==> src/mips_arch_pkg.sv <==
// data word is fixed at 32 bits; HI and LO each carry one full word even when WIDTH is narrower
package mips_arch_pkg;

        // one architectural data word
        typedef logic [31:0] word_t;

        // hi is the remainder, lo the quotient
        typedef struct packed {
                word_t hi;
                word_t lo;
        } hilo_t;

        // divider sequence
        typedef enum logic [1:0] {
                div_free    = 2'b00,
                div_by_zero = 2'b01,
                div_on      = 2'b10,
                div_finish  = 2'b11
        } div_state_e;

endpackage

==> src/axil_pkg.sv <==
// AXI4-Lite with 8-bit byte addresses and 32-bit data; wstrb is carried but every register is written whole
package axil_pkg;

        typedef logic [7:0] axil_addr_t;

        // everything the master drives
        typedef struct packed {
                logic        awvalid;
                axil_addr_t  awaddr;
                logic        wvalid;
                logic [31:0] wdata;
                logic [3:0]  wstrb;
                logic        bready;
                logic        arvalid;
                axil_addr_t  araddr;
                logic        rready;
        } axil_req_t;

        // everything the slave drives
        typedef struct packed {
                logic        awready;
                logic        wready;
                logic        bvalid;
                logic [1:0]  bresp;
                logic        arready;
                logic        rvalid;
                logic [31:0] rdata;
                logic [1:0]  rresp;
        } axil_rsp_t;

        localparam logic [1:0] resp_okay   = 2'd0;
        localparam logic [1:0] resp_slverr = 2'd2;

        // register map, byte offsets
        localparam axil_addr_t reg_op1      = 8'h00;
        localparam axil_addr_t reg_op2      = 8'h04;
        localparam axil_addr_t reg_div_ctrl = 8'h08;
        localparam axil_addr_t reg_hi       = 8'h0C;
        localparam axil_addr_t reg_lo       = 8'h10;
        localparam axil_addr_t reg_count    = 8'h14;
        localparam axil_addr_t reg_compare  = 8'h18;

endpackage

==> src/div_ctrl.sv <==
// WIDTH from 8 to 32; a start outside the free state is ignored, done_o pulses once per division
`timescale 1ns/1ns

module div_ctrl #(
        parameter int WIDTH = 32
) (
        input  logic clk,
        input  logic rst_n_i,
        input  logic start_i,
        input  logic divisor_zero_i,
        output logic load_o,
        output logic step_o,
        output logic finish_o,
        output logic clear_o,
        output logic busy_o,
        output logic done_o
);
        import mips_arch_pkg::*;

        localparam int CNT_W = $clog2(WIDTH);

        div_state_e       state_q;
        div_state_e       state_d;
        logic [CNT_W-1:0] cnt_q;

        always_comb
        begin
                state_d = state_q;
                case (state_q)
                        div_free:
                                if (start_i)
                                        state_d = div_by_zero;
                        div_by_zero:
                                if (divisor_zero_i)
                                        state_d = div_finish;
                                else
                                        state_d = div_on;
                        div_on:
                                if (cnt_q == CNT_W'(WIDTH - 1))
                                        state_d = div_finish;
                        default:
                                state_d = div_free;
                endcase
        end

        always_ff @(posedge clk)
        begin
                if (!rst_n_i)
                begin
                        state_q <= div_free;
                        cnt_q   <= '0;
                end
                else
                begin
                        state_q <= state_d;
                        // one count per shift-subtract step
                        if (state_q == div_on)
                                cnt_q <= cnt_q + 1'b1;
                        else
                                cnt_q <= '0;
                end
        end

        assign load_o   = (state_q == div_free) && start_i;
        assign clear_o  = (state_q == div_by_zero) && divisor_zero_i;
        assign step_o   = (state_q == div_on);
        assign finish_o = (state_q == div_finish);
        assign done_o   = (state_q == div_finish);
        assign busy_o   = (state_q != div_free);

endmodule

==> src/div_datapath.sv <==
// WIDTH from 8 to 32 uses the low WIDTH bits of each operand; results are extended to a full word
`timescale 1ns/1ns

module div_datapath #(
        parameter int WIDTH = 32
) (
        input  logic                 clk,
        input  logic                 rst_n_i,
        input  logic                 load_i,
        input  logic                 step_i,
        input  logic                 finish_i,
        input  logic                 clear_i,
        input  logic                 signed_i,
        input  mips_arch_pkg::word_t op1_i,
        input  mips_arch_pkg::word_t op2_i,
        output logic                 divisor_zero_o,
        output mips_arch_pkg::hilo_t result_o
);
        import mips_arch_pkg::*;

        logic [WIDTH-1:0]   dividend;
        logic [WIDTH-1:0]   divisor;
        logic               dividend_neg;
        logic               divisor_neg;
        logic [WIDTH-1:0]   dividend_mag;
        logic [WIDTH-1:0]   divisor_mag;
        logic [WIDTH-1:0]   dvs_q;
        logic [2*WIDTH-1:0] rq_q;
        logic [WIDTH:0]     trial;
        logic               sgn_q;
        logic               neg_quo_q;
        logic               neg_rem_q;
        logic [WIDTH-1:0]   quo_fix;
        logic [WIDTH-1:0]   rem_fix;

        assign dividend     = op1_i[WIDTH-1:0];
        assign divisor      = op2_i[WIDTH-1:0];
        assign dividend_neg = signed_i & dividend[WIDTH-1];
        assign divisor_neg  = signed_i & divisor[WIDTH-1];
        assign dividend_mag = dividend_neg ? -dividend : dividend;
        assign divisor_mag  = divisor_neg ? -divisor : divisor;

        assign divisor_zero_o = (dvs_q == '0);

        // shifted partial remainder minus divisor, msb is the borrow
        assign trial = rq_q[2*WIDTH-1:WIDTH-1] - {1'b0, dvs_q};

        // upper half remainder, lower half quotient
        always_ff @(posedge clk)
        begin
                if (load_i)
                begin
                        dvs_q <= divisor_mag;
                        rq_q  <= {{WIDTH{1'b0}}, dividend_mag};
                end
                else if (clear_i)
                        rq_q <= '0;
                else if (step_i)
                begin
                        if (trial[WIDTH])
                                rq_q <= {rq_q[2*WIDTH-2:0], 1'b0};
                        else
                                rq_q <= {trial[WIDTH-1:0], rq_q[WIDTH-2:0], 1'b1};
                end
        end

        always_ff @(posedge clk)
        begin
                if (!rst_n_i)
                begin
                        sgn_q     <= 1'b0;
                        neg_quo_q <= 1'b0;
                        neg_rem_q <= 1'b0;
                end
                else if (load_i)
                begin
                        sgn_q     <= signed_i;
                        neg_quo_q <= dividend_neg ^ divisor_neg;
                        neg_rem_q <= dividend_neg;
                end
        end

        // quotient truncates toward zero, remainder follows the dividend
        assign quo_fix = neg_quo_q ? -rq_q[WIDTH-1:0] : rq_q[WIDTH-1:0];
        assign rem_fix = neg_rem_q ? -rq_q[2*WIDTH-1:WIDTH] : rq_q[2*WIDTH-1:WIDTH];

        // result only presented during the finish cycle
        always_comb
        begin
                result_o = '0;
                if (finish_i)
                begin
                        if (sgn_q)
                        begin
                                result_o.hi = word_t'($signed(rem_fix));
                                result_o.lo = word_t'($signed(quo_fix));
                        end
                        else
                        begin
                                result_o.hi = word_t'(rem_fix);
                                result_o.lo = word_t'(quo_fix);
                        end
                end
        end

endmodule

==> src/cp0_timer.sv <==
// TICK_DIV of 1 or more; a Compare of zero never raises the interrupt
`timescale 1ns/1ns

module cp0_timer #(
        parameter int TICK_DIV = 2
) (
        input  logic                 clk,
        input  logic                 rst_n_i,
        input  logic                 count_we_i,
        input  logic                 compare_we_i,
        input  mips_arch_pkg::word_t wdata_i,
        output mips_arch_pkg::word_t count_o,
        output mips_arch_pkg::word_t compare_o,
        output logic                 timer_int_o
);
        localparam int PRE_W = $clog2(TICK_DIV + 1);

        logic [PRE_W-1:0] pre_q;
        logic             tick;

        assign tick = (pre_q == PRE_W'(TICK_DIV - 1));

        always_ff @(posedge clk)
        begin
                if (!rst_n_i)
                begin
                        pre_q       <= '0;
                        count_o     <= '0;
                        compare_o   <= '0;
                        timer_int_o <= 1'b0;
                end
                else
                begin
                        // a Count write restarts the prescaler
                        if (count_we_i || tick)
                                pre_q <= '0;
                        else
                                pre_q <= pre_q + 1'b1;

                        if (count_we_i)
                                count_o <= wdata_i;
                        else if (tick)
                                count_o <= count_o + 1'b1;

                        if (compare_we_i)
                                compare_o <= wdata_i;

                        // sticky until Compare is rewritten
                        if (compare_we_i)
                                timer_int_o <= 1'b0;
                        else if ((compare_o != '0) && (count_o == compare_o))
                                timer_int_o <= 1'b1;
                end
        end

endmodule

==> src/axil_regs.sv <==
// one outstanding write and one outstanding read; HI and LO are read only, unknown offsets answer SLVERR
`timescale 1ns/1ns

module axil_regs (
        input  logic                 clk,
        input  logic                 rst_n_i,
        input  axil_pkg::axil_req_t  axil_req_i,
        input  logic                 busy_i,
        input  logic                 done_i,
        input  mips_arch_pkg::hilo_t result_i,
        input  mips_arch_pkg::word_t count_i,
        input  mips_arch_pkg::word_t compare_i,
        output axil_pkg::axil_rsp_t  axil_rsp_o,
        output logic                 start_o,
        output logic                 signed_o,
        output logic                 count_we_o,
        output logic                 compare_we_o,
        output mips_arch_pkg::word_t op1_o,
        output mips_arch_pkg::word_t op2_o,
        output mips_arch_pkg::word_t wdata_o
);
        import axil_pkg::*;
        import mips_arch_pkg::*;

        logic       wr_en;
        logic       rd_en;
        logic       op1_we;
        logic       op2_we;
        logic       wr_err;
        logic       rd_err;
        word_t      rd_data;
        logic       bvalid_q;
        logic       rvalid_q;
        logic [1:0] bresp_q;
        logic [1:0] rresp_q;
        word_t      rdata_q;
        hilo_t      hilo_q;

        // address and data accepted together
        assign wr_en = axil_req_i.awvalid & axil_req_i.wvalid & ~bvalid_q;
        assign rd_en = axil_req_i.arvalid & ~rvalid_q;

        assign wdata_o  = axil_req_i.wdata;
        assign signed_o = axil_req_i.wdata[1];

        always_comb
        begin
                op1_we       = 1'b0;
                op2_we       = 1'b0;
                start_o      = 1'b0;
                count_we_o   = 1'b0;
                compare_we_o = 1'b0;
                wr_err       = 1'b0;
                case (axil_req_i.awaddr)
                        reg_op1:      op1_we = wr_en;
                        reg_op2:      op2_we = wr_en;
                        reg_div_ctrl: start_o = wr_en & axil_req_i.wdata[0] & ~busy_i;
                        reg_count:    count_we_o = wr_en;
                        reg_compare:  compare_we_o = wr_en;
                        default:      wr_err = 1'b1;
                endcase
        end

        always_comb
        begin
                rd_data = '0;
                rd_err  = 1'b0;
                case (axil_req_i.araddr)
                        reg_op1:      rd_data = op1_o;
                        reg_op2:      rd_data = op2_o;
                        reg_div_ctrl: rd_data = {31'b0, busy_i};
                        reg_hi:       rd_data = hilo_q.hi;
                        reg_lo:       rd_data = hilo_q.lo;
                        reg_count:    rd_data = count_i;
                        reg_compare:  rd_data = compare_i;
                        default:      rd_err = 1'b1;
                endcase
        end

        always_ff @(posedge clk)
        begin
                if (op1_we)
                        op1_o <= axil_req_i.wdata;
                if (op2_we)
                        op2_o <= axil_req_i.wdata;
                if (wr_en)
                        bresp_q <= wr_err ? resp_slverr : resp_okay;
                if (rd_en)
                begin
                        rdata_q <= rd_data;
                        rresp_q <= rd_err ? resp_slverr : resp_okay;
                end
        end

        always_ff @(posedge clk)
        begin
                if (!rst_n_i)
                begin
                        bvalid_q <= 1'b0;
                        rvalid_q <= 1'b0;
                        hilo_q   <= '0;
                end
                else
                begin
                        if (wr_en)
                                bvalid_q <= 1'b1;
                        else if (axil_req_i.bready)
                                bvalid_q <= 1'b0;

                        if (rd_en)
                                rvalid_q <= 1'b1;
                        else if (axil_req_i.rready)
                                rvalid_q <= 1'b0;

                        if (done_i)
                                hilo_q <= result_i;
                end
        end

        assign axil_rsp_o.awready = wr_en;
        assign axil_rsp_o.wready  = wr_en;
        assign axil_rsp_o.bvalid  = bvalid_q;
        assign axil_rsp_o.bresp   = bresp_q;
        assign axil_rsp_o.arready = ~rvalid_q;
        assign axil_rsp_o.rvalid  = rvalid_q;
        assign axil_rsp_o.rdata   = rdata_q;
        assign axil_rsp_o.rresp   = rresp_q;

endmodule

==> src/div_timer_unit.sv <==
// WIDTH from 8 to 32 and even, TICK_DIV of 1 or more; host access is AXI4-Lite only
`timescale 1ns/1ns

module div_timer_unit #(
        parameter int WIDTH    = 32,
        parameter int TICK_DIV = 2
) (
        input  logic                clk,
        input  logic                rst_n_i,
        input  axil_pkg::axil_req_t axil_req_i,
        output axil_pkg::axil_rsp_t axil_rsp_o,
        output logic                timer_int_o
);
        import mips_arch_pkg::*;

        logic  start;
        logic  signed_div;
        logic  load;
        logic  step;
        logic  finish;
        logic  clear;
        logic  busy;
        logic  done;
        logic  divisor_zero;
        logic  count_we;
        logic  compare_we;
        word_t op1;
        word_t op2;
        word_t wdata;
        word_t count;
        word_t compare;
        hilo_t result;

        axil_regs i_axil_regs (
                .clk          (clk),
                .rst_n_i      (rst_n_i),
                .axil_req_i   (axil_req_i),
                .busy_i       (busy),
                .done_i       (done),
                .result_i     (result),
                .count_i      (count),
                .compare_i    (compare),
                .axil_rsp_o   (axil_rsp_o),
                .start_o      (start),
                .signed_o     (signed_div),
                .count_we_o   (count_we),
                .compare_we_o (compare_we),
                .op1_o        (op1),
                .op2_o        (op2),
                .wdata_o      (wdata)
        );

        div_ctrl #(
                .WIDTH (WIDTH)
        ) i_div_ctrl (
                .clk            (clk),
                .rst_n_i        (rst_n_i),
                .start_i        (start),
                .divisor_zero_i (divisor_zero),
                .load_o         (load),
                .step_o         (step),
                .finish_o       (finish),
                .clear_o        (clear),
                .busy_o         (busy),
                .done_o         (done)
        );

        div_datapath #(
                .WIDTH (WIDTH)
        ) i_div_datapath (
                .clk            (clk),
                .rst_n_i        (rst_n_i),
                .load_i         (load),
                .step_i         (step),
                .finish_i       (finish),
                .clear_i        (clear),
                .signed_i       (signed_div),
                .op1_i          (op1),
                .op2_i          (op2),
                .divisor_zero_o (divisor_zero),
                .result_o       (result)
        );

        cp0_timer #(
                .TICK_DIV (TICK_DIV)
        ) i_cp0_timer (
                .clk          (clk),
                .rst_n_i      (rst_n_i),
                .count_we_i   (count_we),
                .compare_we_i (compare_we),
                .wdata_i      (wdata),
                .count_o      (count),
                .compare_o    (compare),
                .timer_int_o  (timer_int_o)
        );

endmodule

==> config.mk <==
export PLATFORM = sky130hd
export DESIGN_NAME = div_timer_unit
export DESIGN_NICKNAME = d
export VERILOG_FILES = /design/src/mips_arch_pkg.sv /design/src/axil_pkg.sv /design/src/div_ctrl.sv /design/src/div_datapath.sv /design/src/cp0_timer.sv /design/src/axil_regs.sv /design/src/div_timer_unit.sv
export SDC_FILE = /design/constraint.sdc
export NUM_CORES = 1
export LEC_CHECK = 0
export ABC_AREA = 1
export BUFFER_PORTS_ARGS = -buffer_cell sky130_fd_sc_hd__clkbuf_2
export CAP_MARGIN = 20
export CORE_MARGIN = 2
export CORE_UTILIZATION = 30
export DETAILED_ROUTE_END_ITERATION = 10
export GPL_TIMING_DRIVEN = 0
export RECOVER_POWER = 100
export SYNTH_ARGS = -nofsm -noshare
export SYNTH_HDL_FRONTEND = slang
export SYNTH_SLANG_ARGS = --single-unit
==> constraint.sdc <==
create_clock -name clk -period 12.2 [get_ports clk]
set_input_delay 2.44 -clock clk [delete_from_list [all_inputs] [get_ports clk]]
set_output_delay 2.44 -clock clk [all_outputs]
set_load 0.01 [all_outputs]
==> impl_metrics.tcl <==
set metrics [dict create \
    nets 3211 \
    cp_data_required_time_ns 12.39 \
    clock_latency_ns 0.57 \
    worstPathArrival_ns 6.68 \
    cp_max_fo 20 \
    post-synth-top-count-cell "nand2_1" \
    clock_path_buffers 3 \
    ant_nets 0 \
    grt_pass1_vias 19100 \
    die_h_um 267 \
    final_hold_viol_count 0 \
    min_to "i_cp0_timer.pre_q[0]" \
    synth-seq-cells 336 \
    cts_root_buf "clkbuf_16" \
    async_flop_share 0 \
    netlist_area_mm2 0.0208 \
    dieWidth_um 267 \
    hold_class "reg -> reg" \
    synth_area_per_cell_um2 7.03 \
    period_share 0.532 \
    fin_skew_ns 0.0157 \
    drc 0 \
    min_path_cells 1 \
    cp-end-kind "register" \
    min_period_ns 6.49 \
    place_congestion 0.996 \
    setup_tns_ns 0 \
    numPortBuffers 93 \
    cts_sinks 336 \
    intPower_mw 2.16 \
    synth.distinct_cells 55 \
    layout-drive-gt1-share 0.0475 \
    worstHoldStart "i_cp0_timer.pre_q[0]" \
    post-dp-hpwl_mm 65.2 \
    syn_inst 2959 \
    p_sw_frac 0.332 \
    synth_largest_area_cell "edfxtp_1" \
    r2r_end "i_div_datapath.rq_q[1]" \
    wl_mm 81.1 \
    synth_warnings 0 \
    combPwrFrac 0.216 \
    maxSlewViolCount 66 \
    cts_resized 0 \
    final_util 0.344 \
    synth_top_flop_cell "dfxtp_1" \
    clockPowerShare 0.366 \
    violations "max-capacitance violations, max-slew violations" \
    overflow 0 \
    grt_max_degree 42 \
    reg2regPathDepth 10 \
    fmax_mhz 154 \
    drv_cap 2 \
    start_util 0.303 \
    grt_pass1_wl_mm 120 \
    antenna_cells 0 \
    grt_use_total 0.225 \
    reg2reg_from "i_div_ctrl.state_q[0]" \
    yosysTopAreaCellShare 0.234 \
    synth-seq-area-share 0.401 \
    avgRoutedWirePerCell_um 19.9 \
    power_switching_mw 1.08 \
    synth_commonest_cells "785 x nand2_1, 483 x inv_1, 269 x nor2_1, 176 x o21ai_0, 174 x dfxtp_1" \
    antenna_found_initial 3 \
    vias 20200 \
    postCtsHoldBufs 0 \
    rsz0062_at_grt "false" \
    synth_area_leaders "edfxtp_1 23%, dfxtp_1 17%, nand2_1 14%, inv_1 8.7%, nor2_1 4.9%" \
    drt_pass1_iterations 7 \
    maxSlewHeadroom -0.750 \
    area_delta_synth_final_pct 13.5 \
    clkTransAtPathRegs_ns 0.06 \
    fill_cells 7459 \
    cts_setup_buffers 0 \
    vias_per_cell 4.97 \
    cts_tree "built" \
    power_density_mw_per_mm2 137 \
    dp.cells 3995 \
    outcome "complete, but fails checks" \
    synth_edf_count 162 \
    final_cells 4068 \
    io_pins 101 \
    cts_buffers 40 \
    worst_slew_pin_slew_ns 2.62 \
    drt_iter0_markers 2032 \
    p_seq_frac 0.419 \
    die_area_mm2 0.0715 \
    core_mm2 0.0686 \
    r2r_slack_ns 7.18 \
    leakage_nw 10.2 \
    vdd_drop_max_mv 0.0879 \
    rows 96 \
    htreeDepth 2 \
    critPathLaunchType "input pin" \
    crit_type "in -> reg" \
    setup_viol_count_final 0 \
]
-- worst max path at each step --
stage / from / endpoint / slack [ns] / cells past startpoint
floorplan: axil_req_i[56] / i_axil_regs.op1_o[0] / 5.74 / 4
global placement: axil_req_i[56] / i_axil_regs.op2_o[27] / 2.81 / 5
detailed placement: axil_req_i[56] / axil_rsp_o[40] / 6.61 / 5
CTS: axil_req_i[56] / axil_rsp_o[40] / 6.60 / 5
global route: axil_req_i[47] / i_div_datapath.rq_q[18] / 5.44 / 9
finish: axil_req_i[56] / i_div_datapath.rq_q[1] / 5.71 / 9
-- placed cells by master, fill, tap and decap left out, types with 7 or more instances in the layout --
cell type    n
nand2_1    785
inv_1      485
nor2_1     272
o21ai_0    194
dfxtp_1    174
clkbuf_1   170
edfxtp_1   162
nand3_1    146
a21oi_1    145
xor2_1      90
nor3_1      63
nand4_1     48
ha_1        45
clkbuf_16   43
o22ai_1     36
o221ai_1    34
nor4_1      22
clkbuf_2    21
o211ai_1    19
xnor2_1     16
nand2_2     15
a31oi_1     15
inv_2       12
clkinv_2    10
clkinv_1     9
o21ai_1      8
nor2_2       7
-- metrics by stage --
stage / power (mW) / setup WS, ns / hold slack, ns / instance area [um^2]
floorplan: 1.83 / 5.74 / 0.408 / 20800
global placement: 2.06 / 2.81 / 0.425 / 22400
detailed placement: 2.07 / 6.61 / 0.428 / 22600
CTS: 3.25 / 6.60 / 0.437 / 23800
global route: 3.39 / 5.44 / 0.459 / 23600
finish: 3.24 / 5.71 / 0.438 / 23600
-- per-layer routing --
| metal | GRT usage | wire, um | vias up |
|---|---|---|---|
| met5 | 0 | 24 | - |
| met4 | 0.0934 | 3530 | 4 |
| met3 | 0.0363 | 6070 | 184 |
| met2 | 0.365 | 36300 | 819 |
| met1 | 0.298 | 35200 | 9304 |
| li1 | - | - | 9901 |
-- critical path, cell delays in order --
cell	delay (ns)
clkbuf_2	0.07
nand2_1	0.04
nor2_1	0.41
nand3_1	0.72
o21ai_0	0.77
nor2_1	0.40
clkbuf_1	0.40
inv_1	0.54
clkbuf_1	0.86
-- power by group through the flow --
| stage | Combinational, mW | Clock, mW | Sequential [mW] |
|---|---|---|---|
| after global placement | 0.688 | 0 | 1.38 |
| after detailed placement | 0.699 | 0 | 1.37 |
| after CTS | 0.705 | 1.19 | 1.35 |
| final | 0.699 | 1.18 | 1.36 |
| after floorplan | 0.473 | 0 | 1.36 |
| after global routing | 0.786 | 1.24 | 1.37 |
-- kinds of logic (layout without fill, tap and decap cells) --
family,Yosys count,after routing,share of synthesized area
AND/OR/NAND/NOR,1394,1394,0.284
XOR/XNOR,106,106,0.0446
buffers and inverters,600,777,0.112
AO/OA/AOI/OAI,476,476,0.130
flip-flops,336,336,0.401
other,1,2,0.000180
adder cells (fa/ha/maj),46,46,0.0280
-- sequential cells by signal, summed over array words and instances, names as in the netlist --
name and flops:
i_axil_regs.hilo_q 64, i_div_datapath.rq_q 64, i_axil_regs.op1_o 32, i_axil_regs.op2_o 32, i_axil_regs.rdata_q 32, i_cp0_timer.compare_o 32
i_cp0_timer.count_o 32, i_div_datapath.dvs_q 32, i_div_ctrl.cnt_q 5, i_cp0_timer.pre_q 2, i_div_ctrl.state_q 2, i_axil_regs.bresp_q 1
i_axil_regs.bvalid_q 1, i_axil_regs.rresp_q 1, i_axil_regs.rvalid_q 1, i_cp0_timer.timer_int_o 1, i_div_datapath.neg_quo_q 1, i_div_datapath.neg_rem_q 1
-- area by class of cell --
type | instances | area [um^2] | area share
Buffer | 99 | 440 | 0.0186
Clock buffer | 55 | 1150 | 0.0487
Clock inverter | 18 | 116 | 0.00493
Inverter | 501 | 1880 | 0.0796
Multi-Input combinational cell | 2024 | 10100 | 0.428
Sequential cell | 336 | 8350 | 0.353
Tap cell | 931 | 1160 | 0.0493
Timing Repair Buffer | 104 | 417 | 0.0176
Note: power is estimated with default switching activity, not from simulation.
